--- config.mk ---
export PLATFORM = sky130hd
export DESIGN_NAME = fpu
export DESIGN_NICKNAME = d
export VERILOG_FILES = /design/src/fpu_pkg.sv /design/src/fpu_regs.sv /design/src/fpu_sequencer.sv /design/src/fpu_addsub.sv /design/src/fpu_multiplier.sv /design/src/fpu.sv
export SDC_FILE = /design/constraint.sdc
export NUM_CORES = 1
export LEC_CHECK = 0
export ABC_AREA = 1
export CORE_ASPECT_RATIO = 0.7
export CORE_UTILIZATION = 50
export DETAILED_ROUTE_END_ITERATION = 7
export DONT_BUFFER_PORTS = 1
export GPL_TIMING_DRIVEN = 0
export MAX_ROUTING_LAYER = met4
export PLACE_DENSITY = 0.63
export SYNTH_ARGS = -nofsm -noshare
export SYNTH_HDL_FRONTEND = slang
export SYNTH_SLANG_ARGS = --single-unit
--- constraint.sdc ---
create_clock -name clk -period 26.4 [get_ports clk]
set_clock_uncertainty 0.05 [all_clocks]
set_input_delay 2.64 -clock clk [delete_from_list [all_inputs] [get_ports clk]]
set_output_delay 2.64 -clock clk [all_outputs]
set_load 0.01 [all_outputs]
--- src/fpu_pkg.sv ---
// shared definitions for the byte-wide single-precision coprocessor
// subnormals are flushed to zero, no NaN or infinity handling
// register map is one byte per address, least significant byte first

package fpu_pkg;

  // ------------------------------------------------------------------------
  // float format
  // ------------------------------------------------------------------------
  typedef struct packed {
    logic       sign;
    logic [7:0] exp;
    logic [22:0] frac;
  } float_t;

  localparam logic [7:0] EXP_BIAS = 8'd127;
  localparam int MAN_W = 23;
  // guard, round and sticky below the add/sub mantissa
  localparam int GUARD_W = 3;

  // operands come out of reset as 1.0
  localparam float_t ONE_F = 32'h3F80_0000;

  // unknown codes complete at once with a zero result
  typedef enum logic [3:0] {
    op_add = 4'd0,
    op_sub = 4'd1,
    op_mul = 4'd2
  } op_t;

  // ------------------------------------------------------------------------
  // register map
  // ------------------------------------------------------------------------
  localparam logic [3:0] ADDR_A0 = 4'h0;
  localparam logic [3:0] ADDR_A1 = 4'h1;
  localparam logic [3:0] ADDR_A2 = 4'h2;
  localparam logic [3:0] ADDR_A3 = 4'h3;
  localparam logic [3:0] ADDR_B0 = 4'h4;
  localparam logic [3:0] ADDR_B1 = 4'h5;
  localparam logic [3:0] ADDR_B2 = 4'h6;
  localparam logic [3:0] ADDR_B3 = 4'h7;
  localparam logic [3:0] ADDR_OP = 4'h8;
  // start on write, result byte 0 on read
  localparam logic [3:0] ADDR_START = 4'h9;
  localparam logic [3:0] ADDR_R0 = 4'h9;
  localparam logic [3:0] ADDR_R1 = 4'hA;
  localparam logic [3:0] ADDR_R2 = 4'hB;
  localparam logic [3:0] ADDR_R3 = 4'hC;

endpackage

--- src/fpu_regs.sv ---
// bus register file with active-low cs/rd/wr strobes
// writes to operands, operation and start are dropped while busy
// read bus is combinational and shows zero when not selected

`timescale 1ns/1ps

module fpu_regs (
  input  logic               clk,
  input  logic               arst,
  input  logic               cs,
  input  logic               rd,
  input  logic               wr,
  input  logic [3:0]         addr,
  input  logic [7:0]         databus_in,
  output logic [7:0]         databus_out,
  input  logic               busy,
  input  logic               accept,
  input  logic               load_result,
  input  fpu_pkg::float_t    result,
  output fpu_pkg::float_t    operand_a,
  output fpu_pkg::float_t    operand_b,
  output fpu_pkg::op_t       op,
  output logic               start_req
);

  logic wr_en;

  assign wr_en = !cs && !wr && !busy;

  always_ff @(posedge clk or posedge arst) begin
    if (arst) begin
      operand_a <= fpu_pkg::ONE_F;
      operand_b <= fpu_pkg::ONE_F;
      op        <= fpu_pkg::op_add;
      start_req <= 1'b0;
    end else begin
      if (accept) begin
        start_req <= 1'b0;
      end
      // chain the result into operand a
      if (load_result) begin
        operand_a <= result;
      end
      if (wr_en) begin
        case (addr)
          fpu_pkg::ADDR_A0:    operand_a[7:0]   <= databus_in;
          fpu_pkg::ADDR_A1:    operand_a[15:8]  <= databus_in;
          fpu_pkg::ADDR_A2:    operand_a[23:16] <= databus_in;
          fpu_pkg::ADDR_A3:    operand_a[31:24] <= databus_in;
          fpu_pkg::ADDR_B0:    operand_b[7:0]   <= databus_in;
          fpu_pkg::ADDR_B1:    operand_b[15:8]  <= databus_in;
          fpu_pkg::ADDR_B2:    operand_b[23:16] <= databus_in;
          fpu_pkg::ADDR_B3:    operand_b[31:24] <= databus_in;
          fpu_pkg::ADDR_OP:    op <= fpu_pkg::op_t'(databus_in[3:0]);
          fpu_pkg::ADDR_START: start_req <= 1'b1;
          default: ;
        endcase
      end
    end
  end

  // readback mux
  always_comb begin
    databus_out = 8'h00;
    if (!cs && !rd) begin
      case (addr)
        fpu_pkg::ADDR_A0: databus_out = operand_a[7:0];
        fpu_pkg::ADDR_A1: databus_out = operand_a[15:8];
        fpu_pkg::ADDR_A2: databus_out = operand_a[23:16];
        fpu_pkg::ADDR_A3: databus_out = operand_a[31:24];
        fpu_pkg::ADDR_B0: databus_out = operand_b[7:0];
        fpu_pkg::ADDR_B1: databus_out = operand_b[15:8];
        fpu_pkg::ADDR_B2: databus_out = operand_b[23:16];
        fpu_pkg::ADDR_B3: databus_out = operand_b[31:24];
        fpu_pkg::ADDR_OP: databus_out = {4'h0, op};
        fpu_pkg::ADDR_R0: databus_out = result[7:0];
        fpu_pkg::ADDR_R1: databus_out = result[15:8];
        fpu_pkg::ADDR_R2: databus_out = result[23:16];
        fpu_pkg::ADDR_R3: databus_out = result[31:24];
        default:          databus_out = 8'h00;
      endcase
    end
  end

endmodule

--- src/fpu_sequencer.sv ---
// control FSM, one operation in flight at a time
// cmd_end is held until end_ack is seen at an edge
// unknown operation codes finish with a zero result

`timescale 1ns/1ps

module fpu_sequencer (
  input  logic            clk,
  input  logic            arst,
  input  logic            start_req,
  input  fpu_pkg::op_t    op,
  input  logic            end_ack,
  input  fpu_pkg::float_t addsub_result,
  input  logic            mul_done,
  input  fpu_pkg::float_t mul_result,
  output logic            accept,
  output logic            mul_start,
  output logic            load_result,
  output logic            busy,
  output logic            cmd_end,
  output fpu_pkg::float_t result
);

  typedef enum logic [1:0] {
    st_idle,
    st_exec,
    st_mul_wait,
    st_ack
  } state_t;

  state_t state;

  // take the request as soon as we are idle
  assign accept    = (state == st_idle) && start_req;
  assign mul_start = accept && (op == fpu_pkg::op_mul);
  assign busy      = (state != st_idle);

  always_ff @(posedge clk or posedge arst) begin
    if (arst) begin
      state       <= st_idle;
      result      <= '0;
      load_result <= 1'b0;
      cmd_end     <= 1'b0;
    end else begin
      load_result <= 1'b0;
      case (state)
        st_idle: begin
          if (start_req) begin
            if (op == fpu_pkg::op_mul) begin
              state <= st_mul_wait;
            end else begin
              state <= st_exec;
            end
          end
        end
        // add/sub result is ready one cycle after start
        st_exec: begin
          if (op == fpu_pkg::op_add || op == fpu_pkg::op_sub) begin
            result <= addsub_result;
          end else begin
            result <= '0;
          end
          load_result <= 1'b1;
          state       <= st_ack;
        end
        st_mul_wait: begin
          if (mul_done) begin
            result      <= mul_result;
            load_result <= 1'b1;
            state       <= st_ack;
          end
        end
        st_ack: begin
          if (cmd_end && end_ack) begin
            state <= st_idle;
          end
        end
        default: state <= st_idle;
      endcase

      // cmd_end rises on the same edge as the operand a copy
      if (load_result) begin
        cmd_end <= 1'b1;
      end else if (cmd_end && end_ack) begin
        cmd_end <= 1'b0;
      end
    end
  end

endmodule

--- src/fpu_addsub.sv ---
// combinational add/subtract, round to nearest even
// zero exponent inputs are taken as zero, exact zero gives +0
// no overflow or underflow detection

`timescale 1ns/1ps

module fpu_addsub (
  input  fpu_pkg::float_t operand_a,
  input  fpu_pkg::float_t operand_b,
  input  fpu_pkg::op_t    op,
  output fpu_pkg::float_t sum
);

  // sign, carry, hidden one, fraction, guard bits
  localparam int MW = fpu_pkg::MAN_W + fpu_pkg::GUARD_W + 3;
  localparam int GW = fpu_pkg::GUARD_W;

  logic [MW-1:0]  man_a;
  logic [MW-1:0]  man_b;
  logic [MW-1:0]  small_m;
  logic [MW-1:0]  mask;
  logic [MW-1:0]  aligned;
  logic [MW-1:0]  term_a;
  logic [MW-1:0]  term_b;
  logic [MW-1:0]  total;
  logic [MW-1:0]  mag;
  logic [MW-1:0]  norm;
  logic [7:0]     exp_max;
  logic [7:0]     diff;
  logic           a_is_big;
  logic           sticky;
  logic           neg_b;
  logic           res_sign;
  logic [4:0]     lead;
  logic [4:0]     lshift;
  logic [9:0]     exp_n;
  logic           round_up;
  logic [fpu_pkg::MAN_W+1:0] rounded;
  logic [fpu_pkg::MAN_W-1:0] frac;

  // flush subnormals, add hidden one
  assign man_a = (operand_a.exp == 8'd0) ? '0 :
                 {2'b00, 1'b1, operand_a.frac, {GW{1'b0}}};
  assign man_b = (operand_b.exp == 8'd0) ? '0 :
                 {2'b00, 1'b1, operand_b.frac, {GW{1'b0}}};

  // ------------------------------------------------------------------------
  // alignment with sticky collection
  // ------------------------------------------------------------------------
  assign a_is_big = (operand_a.exp >= operand_b.exp);
  assign exp_max  = a_is_big ? operand_a.exp : operand_b.exp;
  assign diff     = a_is_big ? operand_a.exp - operand_b.exp : operand_b.exp - operand_a.exp;
  assign small_m  = a_is_big ? man_b : man_a;
  assign mask     = ~({MW{1'b1}} << diff);
  assign sticky   = |(small_m & mask);
  assign aligned  = (small_m >> diff) | MW'(sticky);

  // two's complement terms, sub flips the sign of b
  assign neg_b  = operand_b.sign ^ (op == fpu_pkg::op_sub);
  assign term_a = operand_a.sign ? -(a_is_big ? man_a : aligned) : (a_is_big ? man_a : aligned);
  assign term_b = neg_b ? -(a_is_big ? aligned : man_b) : (a_is_big ? aligned : man_b);

  assign total    = term_a + term_b;
  assign res_sign = total[MW-1];
  assign mag      = res_sign ? -total : total;

  // ------------------------------------------------------------------------
  // normalize and round
  // ------------------------------------------------------------------------
  always_comb begin
    lead = 5'd0;
    for (int i = 0; i < MW - 2; i++) begin
      if (mag[i]) begin
        lead = 5'(i);
      end
    end
    lshift = 5'(MW - 3) - lead;

    if (mag[MW-2]) begin
      // carry out, keep the dropped bit in sticky
      norm  = (mag >> 1) | MW'(mag[0]);
      exp_n = {2'b00, exp_max} + 10'd1;
    end else begin
      norm  = mag << lshift;
      exp_n = {2'b00, exp_max} - {5'd0, lshift};
    end

    // ties go to the even neighbour
    round_up = norm[GW-1] & ((|norm[GW-2:0]) | norm[GW]);
    rounded  = {1'b0, norm[MW-3:GW]} + {{(fpu_pkg::MAN_W+1){1'b0}}, round_up};

    if (rounded[fpu_pkg::MAN_W+1]) begin
      exp_n = exp_n + 10'd1;
      frac  = rounded[fpu_pkg::MAN_W:1];
    end else begin
      frac = rounded[fpu_pkg::MAN_W-1:0];
    end

    if (mag == '0) begin
      sum = '0;
    end else begin
      sum = {res_sign, exp_n[7:0], frac};
    end
  end

endmodule

--- src/fpu_multiplier.sv ---
// sequential shift-and-add multiplier, 24 add/shift step pairs
// fraction is truncated after a one place normalization
// zero operand gives +0, exponent overflow is not detected

`timescale 1ns/1ps

module fpu_multiplier (
  input  logic            clk,
  input  logic            arst,
  input  logic            mul_start,
  input  fpu_pkg::float_t operand_a,
  input  fpu_pkg::float_t operand_b,
  output logic            mul_done,
  output fpu_pkg::float_t mul_result
);

  localparam int STEPS = 24;
  localparam int MW = fpu_pkg::MAN_W + 1;

  typedef enum logic [2:0] {
    m_idle,
    m_setup,
    m_add,
    m_shift,
    m_result
  } mstate_t;

  mstate_t       state;
  logic [4:0]    step;
  logic [MW-1:0] multiplicand;
  // product in the upper half, multiplier shifting out of the lower half
  logic [2*MW:0] prod;
  logic          sign_r;
  logic          zero_r;
  logic [9:0]    exp_r;

  // ------------------------------------------------------------------------
  // step control
  // ------------------------------------------------------------------------
  always_ff @(posedge clk or posedge arst) begin
    if (arst) begin
      state    <= m_idle;
      step     <= 5'd0;
      mul_done <= 1'b0;
    end else begin
      mul_done <= 1'b0;
      case (state)
        m_idle: begin
          if (mul_start) begin
            state <= m_setup;
          end
        end
        m_setup: begin
          step  <= 5'd0;
          state <= m_add;
        end
        m_add: begin
          step  <= step + 5'd1;
          state <= m_shift;
        end
        m_shift: begin
          if (step == 5'(STEPS)) begin
            state <= m_result;
          end else begin
            state <= m_add;
          end
        end
        m_result: begin
          mul_done <= 1'b1;
          state    <= m_idle;
        end
        default: state <= m_idle;
      endcase
    end
  end

  // ------------------------------------------------------------------------
  // datapath
  // ------------------------------------------------------------------------
  always_ff @(posedge clk) begin
    case (state)
      m_setup: begin
        multiplicand <= {1'b1, operand_a.frac};
        prod         <= {{(MW+1){1'b0}}, 1'b1, operand_b.frac};
        sign_r       <= operand_a.sign ^ operand_b.sign;
        zero_r       <= (operand_a.exp == 8'd0) || (operand_b.exp == 8'd0);
        exp_r        <= {2'b00, operand_a.exp} + {2'b00, operand_b.exp} -
                        {2'b00, fpu_pkg::EXP_BIAS};
      end
      m_add: begin
        if (prod[0]) begin
          prod[2*MW:MW] <= prod[2*MW:MW] + {1'b0, multiplicand};
        end
      end
      m_shift: begin
        prod <= prod >> 1;
      end
      m_result: begin
        if (zero_r) begin
          mul_result <= '0;
        end else if (prod[2*MW-1]) begin
          // product in [2,4), bump the exponent
          mul_result <= {sign_r, exp_r[7:0] + 8'd1, prod[2*MW-2 -: fpu_pkg::MAN_W]};
        end else begin
          mul_result <= {sign_r, exp_r[7:0], prod[2*MW-3 -: fpu_pkg::MAN_W]};
        end
      end
      default: ;
    endcase
  end

endmodule

--- src/fpu.sv ---
// memory-mapped single-precision coprocessor, add/sub/mul only
// host writes operands and op, then writes start and waits for cmd_end
// the result is also copied into operand a for chaining

`timescale 1ns/1ps

module fpu (
  input  logic       clk,
  input  logic       arst,
  input  logic       cs,
  input  logic       rd,
  input  logic       wr,
  input  logic [3:0] addr,
  input  logic [7:0] databus_in,
  output logic [7:0] databus_out,
  input  logic       end_ack,
  output logic       cmd_end,
  output logic       busy
);

  fpu_pkg::float_t operand_a;
  fpu_pkg::float_t operand_b;
  fpu_pkg::op_t    op;
  fpu_pkg::float_t addsub_result;
  fpu_pkg::float_t mul_result;
  fpu_pkg::float_t result;
  logic            start_req;
  logic            accept;
  logic            load_result;
  logic            mul_start;
  logic            mul_done;

  fpu_regs regs0 (
    .clk         (clk),
    .arst        (arst),
    .cs          (cs),
    .rd          (rd),
    .wr          (wr),
    .addr        (addr),
    .databus_in  (databus_in),
    .databus_out (databus_out),
    .busy        (busy),
    .accept      (accept),
    .load_result (load_result),
    .result      (result),
    .operand_a   (operand_a),
    .operand_b   (operand_b),
    .op          (op),
    .start_req   (start_req)
  );

  fpu_sequencer seq0 (
    .clk           (clk),
    .arst          (arst),
    .start_req     (start_req),
    .op            (op),
    .end_ack       (end_ack),
    .addsub_result (addsub_result),
    .mul_done      (mul_done),
    .mul_result    (mul_result),
    .accept        (accept),
    .mul_start     (mul_start),
    .load_result   (load_result),
    .busy          (busy),
    .cmd_end       (cmd_end),
    .result        (result)
  );

  fpu_addsub addsub0 (
    .operand_a (operand_a),
    .operand_b (operand_b),
    .op        (op),
    .sum       (addsub_result)
  );

  fpu_multiplier mul0 (
    .clk        (clk),
    .arst       (arst),
    .mul_start  (mul_start),
    .operand_a  (operand_a),
    .operand_b  (operand_b),
    .mul_done   (mul_done),
    .mul_result (mul_result)
  );

endmodule

Word-level counts from Yosys, hierarchy flattened
Cells that the tools add are included.
Operators by class
  multiplexer cells: 73
  eq/ne operators: 27
  bitwise gates (word level): 8
  add/sub/neg operators: 16
  shift operators: 3
  reductions and logical operators: 35
  magnitude comparators: 1
Operators with widths (number)
  $mux 29: 6
  $mux 32: 5
  $mux 5: 25
  $pmux 8 s13: 1
  $neg 29->29: 3
  $mux 27: 3
  $pmux 25 s3: 1
  $mux 8: 9
  $pmux 32 s2: 1
  $pmux 24 s2: 1
  $mux 31: 1
  $add 29x29->29: 1
  $and 29x29->29: 1
  $logic_not 29->1: 1
  $not 29->29: 1
  $or 29x1->29: 1
  $reduce_or 29->1: 1
  $shl 29x5->27: 1
  $shl 29x8->29 const A: 1
  $shr 29x8->29: 1
  $or 27x1->27: 1
  $add 24x1->25: 1
  $add 25x24->25: 1
  $mux 25: 1
  other kinds (43): 94
Word-level totals
  output and inout port bits: 10
  bits of input ports: 18
  register bits: 228
  logic and storage cells: 192

Logic depth before layout (Yosys ltp)
  depth after elaboration: 50
  depth in mapped cells: 98
  depth with buffers taken out: 96

Modules after synthesis
Synthesis repeated with hierarchy kept, for this count alone.
Second synthesis, totals
  cell total of the unflattened synthesis: 3773
  area total of the unflattened synthesis: 23936.7 um2
Modules (own cells, without submodules)
  fpu_addsub: seq. area each 0.0 um2, instances 1, cells an instance 2113, area an instance 10824.1 um2
  fpu_multiplier: seq. area each 3648.5 um2, instances 1, cells an instance 830, area an instance 7121.8 um2
  fpu_regs: seq. area each 1744.2 um2, instances 1, cells an instance 511, area an instance 3831.2 um2
  fpu_sequencer: seq. area each 900.9 um2, instances 1, cells an instance 319, area an instance 2159.6 um2

Worst setup path after synthesis
Ideal clock, no wire load.
  path type: register to register
  start point: register regs0.operand_b[23] (netlist name)
  end point: register seq0.result[30] (netlist name)
  path slack: 15.654 ns
  data required time: 26.273 ns
  stages on the path, launching flop included: 90
  library setup time: 0.077 ns
  data arrival time: 10.619 ns
  path buffers: 4
  period minus slack after synthesis: 10.746 ns
  path through: dfstp_2 > ha_1 > inv_1 > fa_1 > nand3_1 > nand3_1 > nand2_2 > nand2_1 > nor2_2 > buf_6 > nand2_1 > nand2_1 > inv_2 > clkbuf_1 > nor2_1 > o21ai_0 > o21ai_0 > nand4_1 > (+54 left out) > nand2_1 > inv_1 > clkbuf_1 > nor3_1 > nand2_1 > nand2_1 > nor2_1 > ha_1 > a21oi_1 > o21ai_0 > a21o_1 > a21oi_1 > xor2_1 > xnor2_1 > inv_1 > nand2_1 > nand3_1 > a21oi_1
On the way
  word-level cells in the longest chain between the ends: 50
  elaborated cells on any way between the ends: 66
  classes of those cells: add/sub (11); order compare (1); shift (3); mux (41); bitwise (6); reduce/logical (4)
Ends and longest elaborated chain
  $sub 8x8->8 / $ge 8x8->1 (equally long branches): RTL line fpu_addsub.sv:52, fpu_addsub.sv:50
  $mux 8: RTL line fpu_addsub.sv:52  | assign diff = a_is_big ? operand_a.exp - operand_b.exp : operand_b.exp - operand_a.exp;
  $shl 29x8->29: RTL line fpu_addsub.sv:54  | assign mask = ~({MW{1'b1}} << diff);
  $not 29->29: RTL line fpu_addsub.sv:54
  $and 29x29->29: RTL line fpu_addsub.sv:55  | assign sticky = |(small_m & mask);
  $reduce_or 29->1: RTL line fpu_addsub.sv:55
  $or 29x1->29: RTL line fpu_addsub.sv:56  | assign aligned = (small_m >> diff) | MW'(sticky);
  $mux 29 (on tied branches): RTL line fpu_addsub.sv:60, fpu_addsub.sv:61
  (+34 left out)
  $reduce_or 2->1: RTL line fpu_addsub.sv:89  | round_up = norm[GW-1] & ((|norm[GW-2:0]) | norm[GW]);
  $or 1x1->1: RTL line fpu_addsub.sv:89
  $and 1x1->1: RTL line fpu_addsub.sv:89
  $add 24x1->25: RTL line fpu_addsub.sv:90  | rounded = {1'b0, norm[MW-3:GW]} + {{(fpu_pkg::MAN_W+1){1'b0}}, round_up};
  $mux 8: RTL line fpu_addsub.sv:92  | if (rounded[fpu_pkg::MAN_W+1]) begin
  $mux 32 (*): RTL line fpu_addsub.sv:99  | if (mag == '0) begin
  $mux 32 (*): RTL line fpu_sequencer.sv:58  | if (op == fpu_pkg::op_add || op == fpu_pkg::op_sub) begin
  $pmux 32 s2 (*): RTL line fpu_sequencer.sv:46  | case (state)
Mark *: on every way between the ends. The rest lies on a longest branch, timed or not.
A chain may end at the register's enable or synchronous reset.

Final worst setup path
  start point: register regs0.operand_b[24] (netlist name)
  end point: register seq0.result[18] (netlist name)
On the way
  word-level cells in the longest chain between the ends: 50
  elaborated cells on any way between the ends: 61
  classes of those cells: add/sub (8); order compare (1); shift (3); mux (39); bitwise (6); reduce/logical (4)
Ends and longest elaborated chain (RTL line)
  $sub 8x8->8 / $ge 8x8->1 (equally long branches): fpu_addsub.sv:52, fpu_addsub.sv:50
  $mux 8: fpu_addsub.sv:52
  $shl 29x8->29: fpu_addsub.sv:54
  $not 29->29: fpu_addsub.sv:54
  $and 29x29->29: fpu_addsub.sv:55
  $reduce_or 29->1: fpu_addsub.sv:55
  $or 29x1->29: fpu_addsub.sv:56
  $mux 29 (on tied branches): fpu_addsub.sv:60, fpu_addsub.sv:61
  (+34 left out)
  $reduce_or 2->1: fpu_addsub.sv:89
  $or 1x1->1: fpu_addsub.sv:89
  $and 1x1->1: fpu_addsub.sv:89
  $add 24x1->25: fpu_addsub.sv:90
  $mux 23: fpu_addsub.sv:92
  $mux 32 (*): fpu_addsub.sv:99
  $mux 32 (*): fpu_sequencer.sv:58
  $pmux 32 s2 (*): fpu_sequencer.sv:46
Marked as above.

==> insert_results.sql <==
INSERT INTO impl_metrics (metric_group, metric, value, unit) VALUES
('setup_path', 'startpoint_type', 'flop', ''),
('job', 'maxCapViolCount', '0', ''),
('cts', 'cts_tree', 'yes', ''),
('setup_path', 'reg2reg_depth', '87', ''),
('logic_synthesis', 'synth.avg_cell_area', '6.83', 'um^2'),
('logic_synthesis', 'synth_sequential_area_ratio', '0.283', ''),
('logic_synthesis', 'synthFlopType', 'sky130_fd_sc_hd__edfxtp_1', ''),
('floorplan', 'placement_rows', '64', ''),
('final_layout', 'fin_nets', '3417', ''),
('setup_path', 'worstPathArrival', '14910', 'ps'),
('setup_path', 'critPathKind', 'reg2reg', ''),
('routing', 'wirelength', '91.9', 'mm'),
('cts', 'htree_levels', '1', ''),
('cts', 'cts_made_buffers', '21', ''),
('final_layout', 'final_cell_mix', '761 x sky130_fd_sc_hd__nand2_1, 424 x sky130_fd_sc_hd__nand3_1, 337 x sky130_fd_sc_hd__inv_1', ''),
('final_layout', 'syn_to_final_growth', '7.14', '%'),
('setup_path', 'end_kind', 'flop', ''),
('floorplan', 'floorplan.initialDensity', '0.508', ''),
('routing', 'wl_per_cell', '23.5', 'um'),
('setup_path', 'worst_ep_required_time', '26760', 'ps'),
('setup_path', 'critical_path.slowest_cell', 'sky130_fd_sc_hd__nor4_1', ''),
('grt', 'overflow', '0', ''),
('routing', 'drc_errors', '0', ''),
('floorplan', 'die_w', '254', 'um'),
('grt', 'antenna_found_initial', '7', ''),
('placed_design', 'place.detailed.hpwl', '74.6', 'mm'),
('timing', 'worst_slew_margin_rel', '0.0759', ''),
('floorplan', 'die_height', '179', 'um'),
('final_layout', 'nFillCells', '4258', ''),
('setup_path', 'critPathMaxFanout', '10', ''),
('setup_path', 'cp-endpoint', 'seq0.result[18]$_DFFE_PP0P_', ''),
('worst_hold_path', 'min-delay-start', 'regs0.operand_b[15]$_DFFE_PP0P_', ''),
('timing', 'final-hold-violation-count', '0', ''),
('setup_path', 'crit-reg2reg-capture', 'seq0.result[18]$_DFFE_PP0P_', ''),
('logic_synthesis', 'postSynthRegisterBits', '228', ''),
('logic_synthesis', 'synth_edf_count', '114', ''),
('placed_design', 'placedInstanceArea', '23100', 'um^2'),
('logic_synthesis', 'syn_inst', '3263', ''),
('final_layout', 'multi_input_area', '13700', 'um^2'),
('grt', 'grt_pass1_vias', '21700', ''),
('final_layout', 'postLayoutCellArea', '23900', 'um^2'),
('timing', 'final_period_utilization', '0.551', ''),
('timing', 'final-max-slew-violation-count', '0', ''),
('logic_synthesis', 'synth.net_count', '3388', ''),
('logic_synthesis', 'async_flop_share', '0.500', ''),
('cts', 'worstSkewPairLatency', '540', 'ps'),
('cts', 'ctsResizeCount', '0', ''),
('timing', 'setup_viol', '0', ''),
('setup_path', 'worstSetupStartpoint', 'regs0.operand_b[24]$_DFFE_PP1P_', ''),
('cts', 'clockBufferDepth', '3', ''),
('logic_synthesis', 'synth.area.mux_share', '0.00404', ''),
('routing', 'drt_first_pass_iters', '7', ''),
('floorplan', 'placeable_core_area', '43800', 'um^2'),
('grt', 'grt_pass1_wl', '135', 'mm'),
('final_layout', 'layoutNonFillerInstCount', '3907', ''),
('cts', 'cts_num_sinks', '228', ''),
('cts', 'cts_post_setup_buffers_inserted', '0', ''),
('timing', 'worst-slew-pin-transition', '1380', 'ps'),
('placed_design', 'gp_routability_congestion', '1.06', ''),
('logic_synthesis', 'yosys-top-cells-area', 'sky130_fd_sc_hd__edfxtp_1 15%, sky130_fd_sc_hd__nand2_1 13%, sky130_fd_sc_hd__dfrtp_1 11%', ''),
('setup_path', 'reg2reg_from', 'regs0.operand_b[24]$_DFFE_PP1P_', ''),
('setup_path', 'rrSetupSlack', '11850', 'ps'),
('floorplan', 'design.die.area', '45400', 'um^2'),
('routing', 'detail-route-antenna-nets', '0', ''),
('logic_synthesis', 'synth_adder_area_share', '0.0621', ''),
('logic_synthesis', 'synth_simple_gate_area_share', '0.337', ''),
('setup_path', 'path_common_cell', 'sky130_fd_sc_hd__nand2_1', ''),
('logic_synthesis', 'share_of_the_synthesized_area_in_the_top_cell_type', '0.154', ''),
('grt', 'grt_max_degree', '66', ''),
('placed_design', 'dpl_ws', '12280', 'ps'),
('outcome', 'outcome', 'finished clean', '');
how the worst min path moves through the flow:
stage / endpoint / slack [ps] / cells after the start
6_report: regs0.operand_b[15]$_DFFE_PP0P_ / 450 / 2
5_1_grt: mul0.state[0]$_DFFE_PP0P_ / 490 / 1
4_1_cts: regs0.operand_b[15]$_DFFE_PP0P_ / 450 / 2
3_5_place_dp: regs0.operand_b[15]$_DFFE_PP0P_ / 430 / 2
3_3_place_gp: mul0.state[0]$_DFFE_PP0P_ / 420 / 1
2_1_floorplan: mul0.multiplicand[10]$_DFFE_PP_ / 370 / 0
flip-flops by register name, indices dropped and copies added, names as in the netlist, 2 cells and up:
register           cells
mul0.step              5
mul0.mul_result       32
mul0.exp_r             8
mul0.multiplicand     23
seq0.result           32
regs0.operand_b       32
regs0.op               4
mul0.prod             49
seq0.state             2
mul0.state             3
regs0.operand_a       32
per-layer routing:
metal	routed length, um	up-vias	part of all wire	track usage
met5	0	-	0	-
met4	2960	0	0.032	0.115
met3	12600	213	0.14	0.122
met2	36600	1604	0.40	0.564
met1	39700	11400	0.43	0.579
li1	-	11000	-	-
critical path, delay by kind of cell, from the launching register on:
kind	cells	cell delay [ps]
xor gates and xnor gates	3	870
DFF	1	680
AOI/OAI and AO/OA	7	1250
adders and majority gates	4	1230
and+or+nand+nor	60	8370
buffers and inverters	13	1900
cell families after synthesis:
family / Yosys count
AOI/OAI and AO/OA: 591
adders and majority gates: 107
and+or+nand+nor: 1687
buffers and inverters: 504
xor gates and xnor gates: 137
muxes: 9
DFF: 228
per-stage QoR:
stage	hold slack (ps)	util
floorplan	375	-
detailed placement	430	0.528
finish	451	0.545
global placement	415	0.525
global route	490	0.545
CTS	446	0.544
synthesized netlist by cell type (19+ instances only):
library cell	n
sky130_fd_sc_hd__a21oi_1	163
sky130_fd_sc_hd__a221oi_1	19
sky130_fd_sc_hd__buf_2	20
sky130_fd_sc_hd__buf_4	19
sky130_fd_sc_hd__buf_6	20
sky130_fd_sc_hd__clkbuf_1	45
sky130_fd_sc_hd__dfrtp_1	100
sky130_fd_sc_hd__edfxtp_1	114
sky130_fd_sc_hd__ha_1	101
sky130_fd_sc_hd__inv_1	339
sky130_fd_sc_hd__inv_2	27
sky130_fd_sc_hd__nand2_1	761
sky130_fd_sc_hd__nand2_2	33
sky130_fd_sc_hd__nand3_1	424
sky130_fd_sc_hd__nand4_1	42
sky130_fd_sc_hd__nor2_1	314
sky130_fd_sc_hd__nor2_2	23
sky130_fd_sc_hd__nor3_1	26
sky130_fd_sc_hd__o21ai_0	229
sky130_fd_sc_hd__o21ai_1	31
sky130_fd_sc_hd__o22ai_1	38
sky130_fd_sc_hd__xnor2_1	32
sky130_fd_sc_hd__xor2_1	99
layout make-up:
cell class	count	share of cell area
multi-input combinational	2531	0.574
sequential	228	0.264
inverter	372	0.0589
buffer	132	0.0381
tap	594	0.0311
clock buffer	32	0.0272
timing repair buffer	6	0.00367
clock inverter	6	0.00278
antenna	6	0.000629
Power is not shown: default switching activity piles up to over one toggle a cycle in this logic, so the estimate is an artifact.
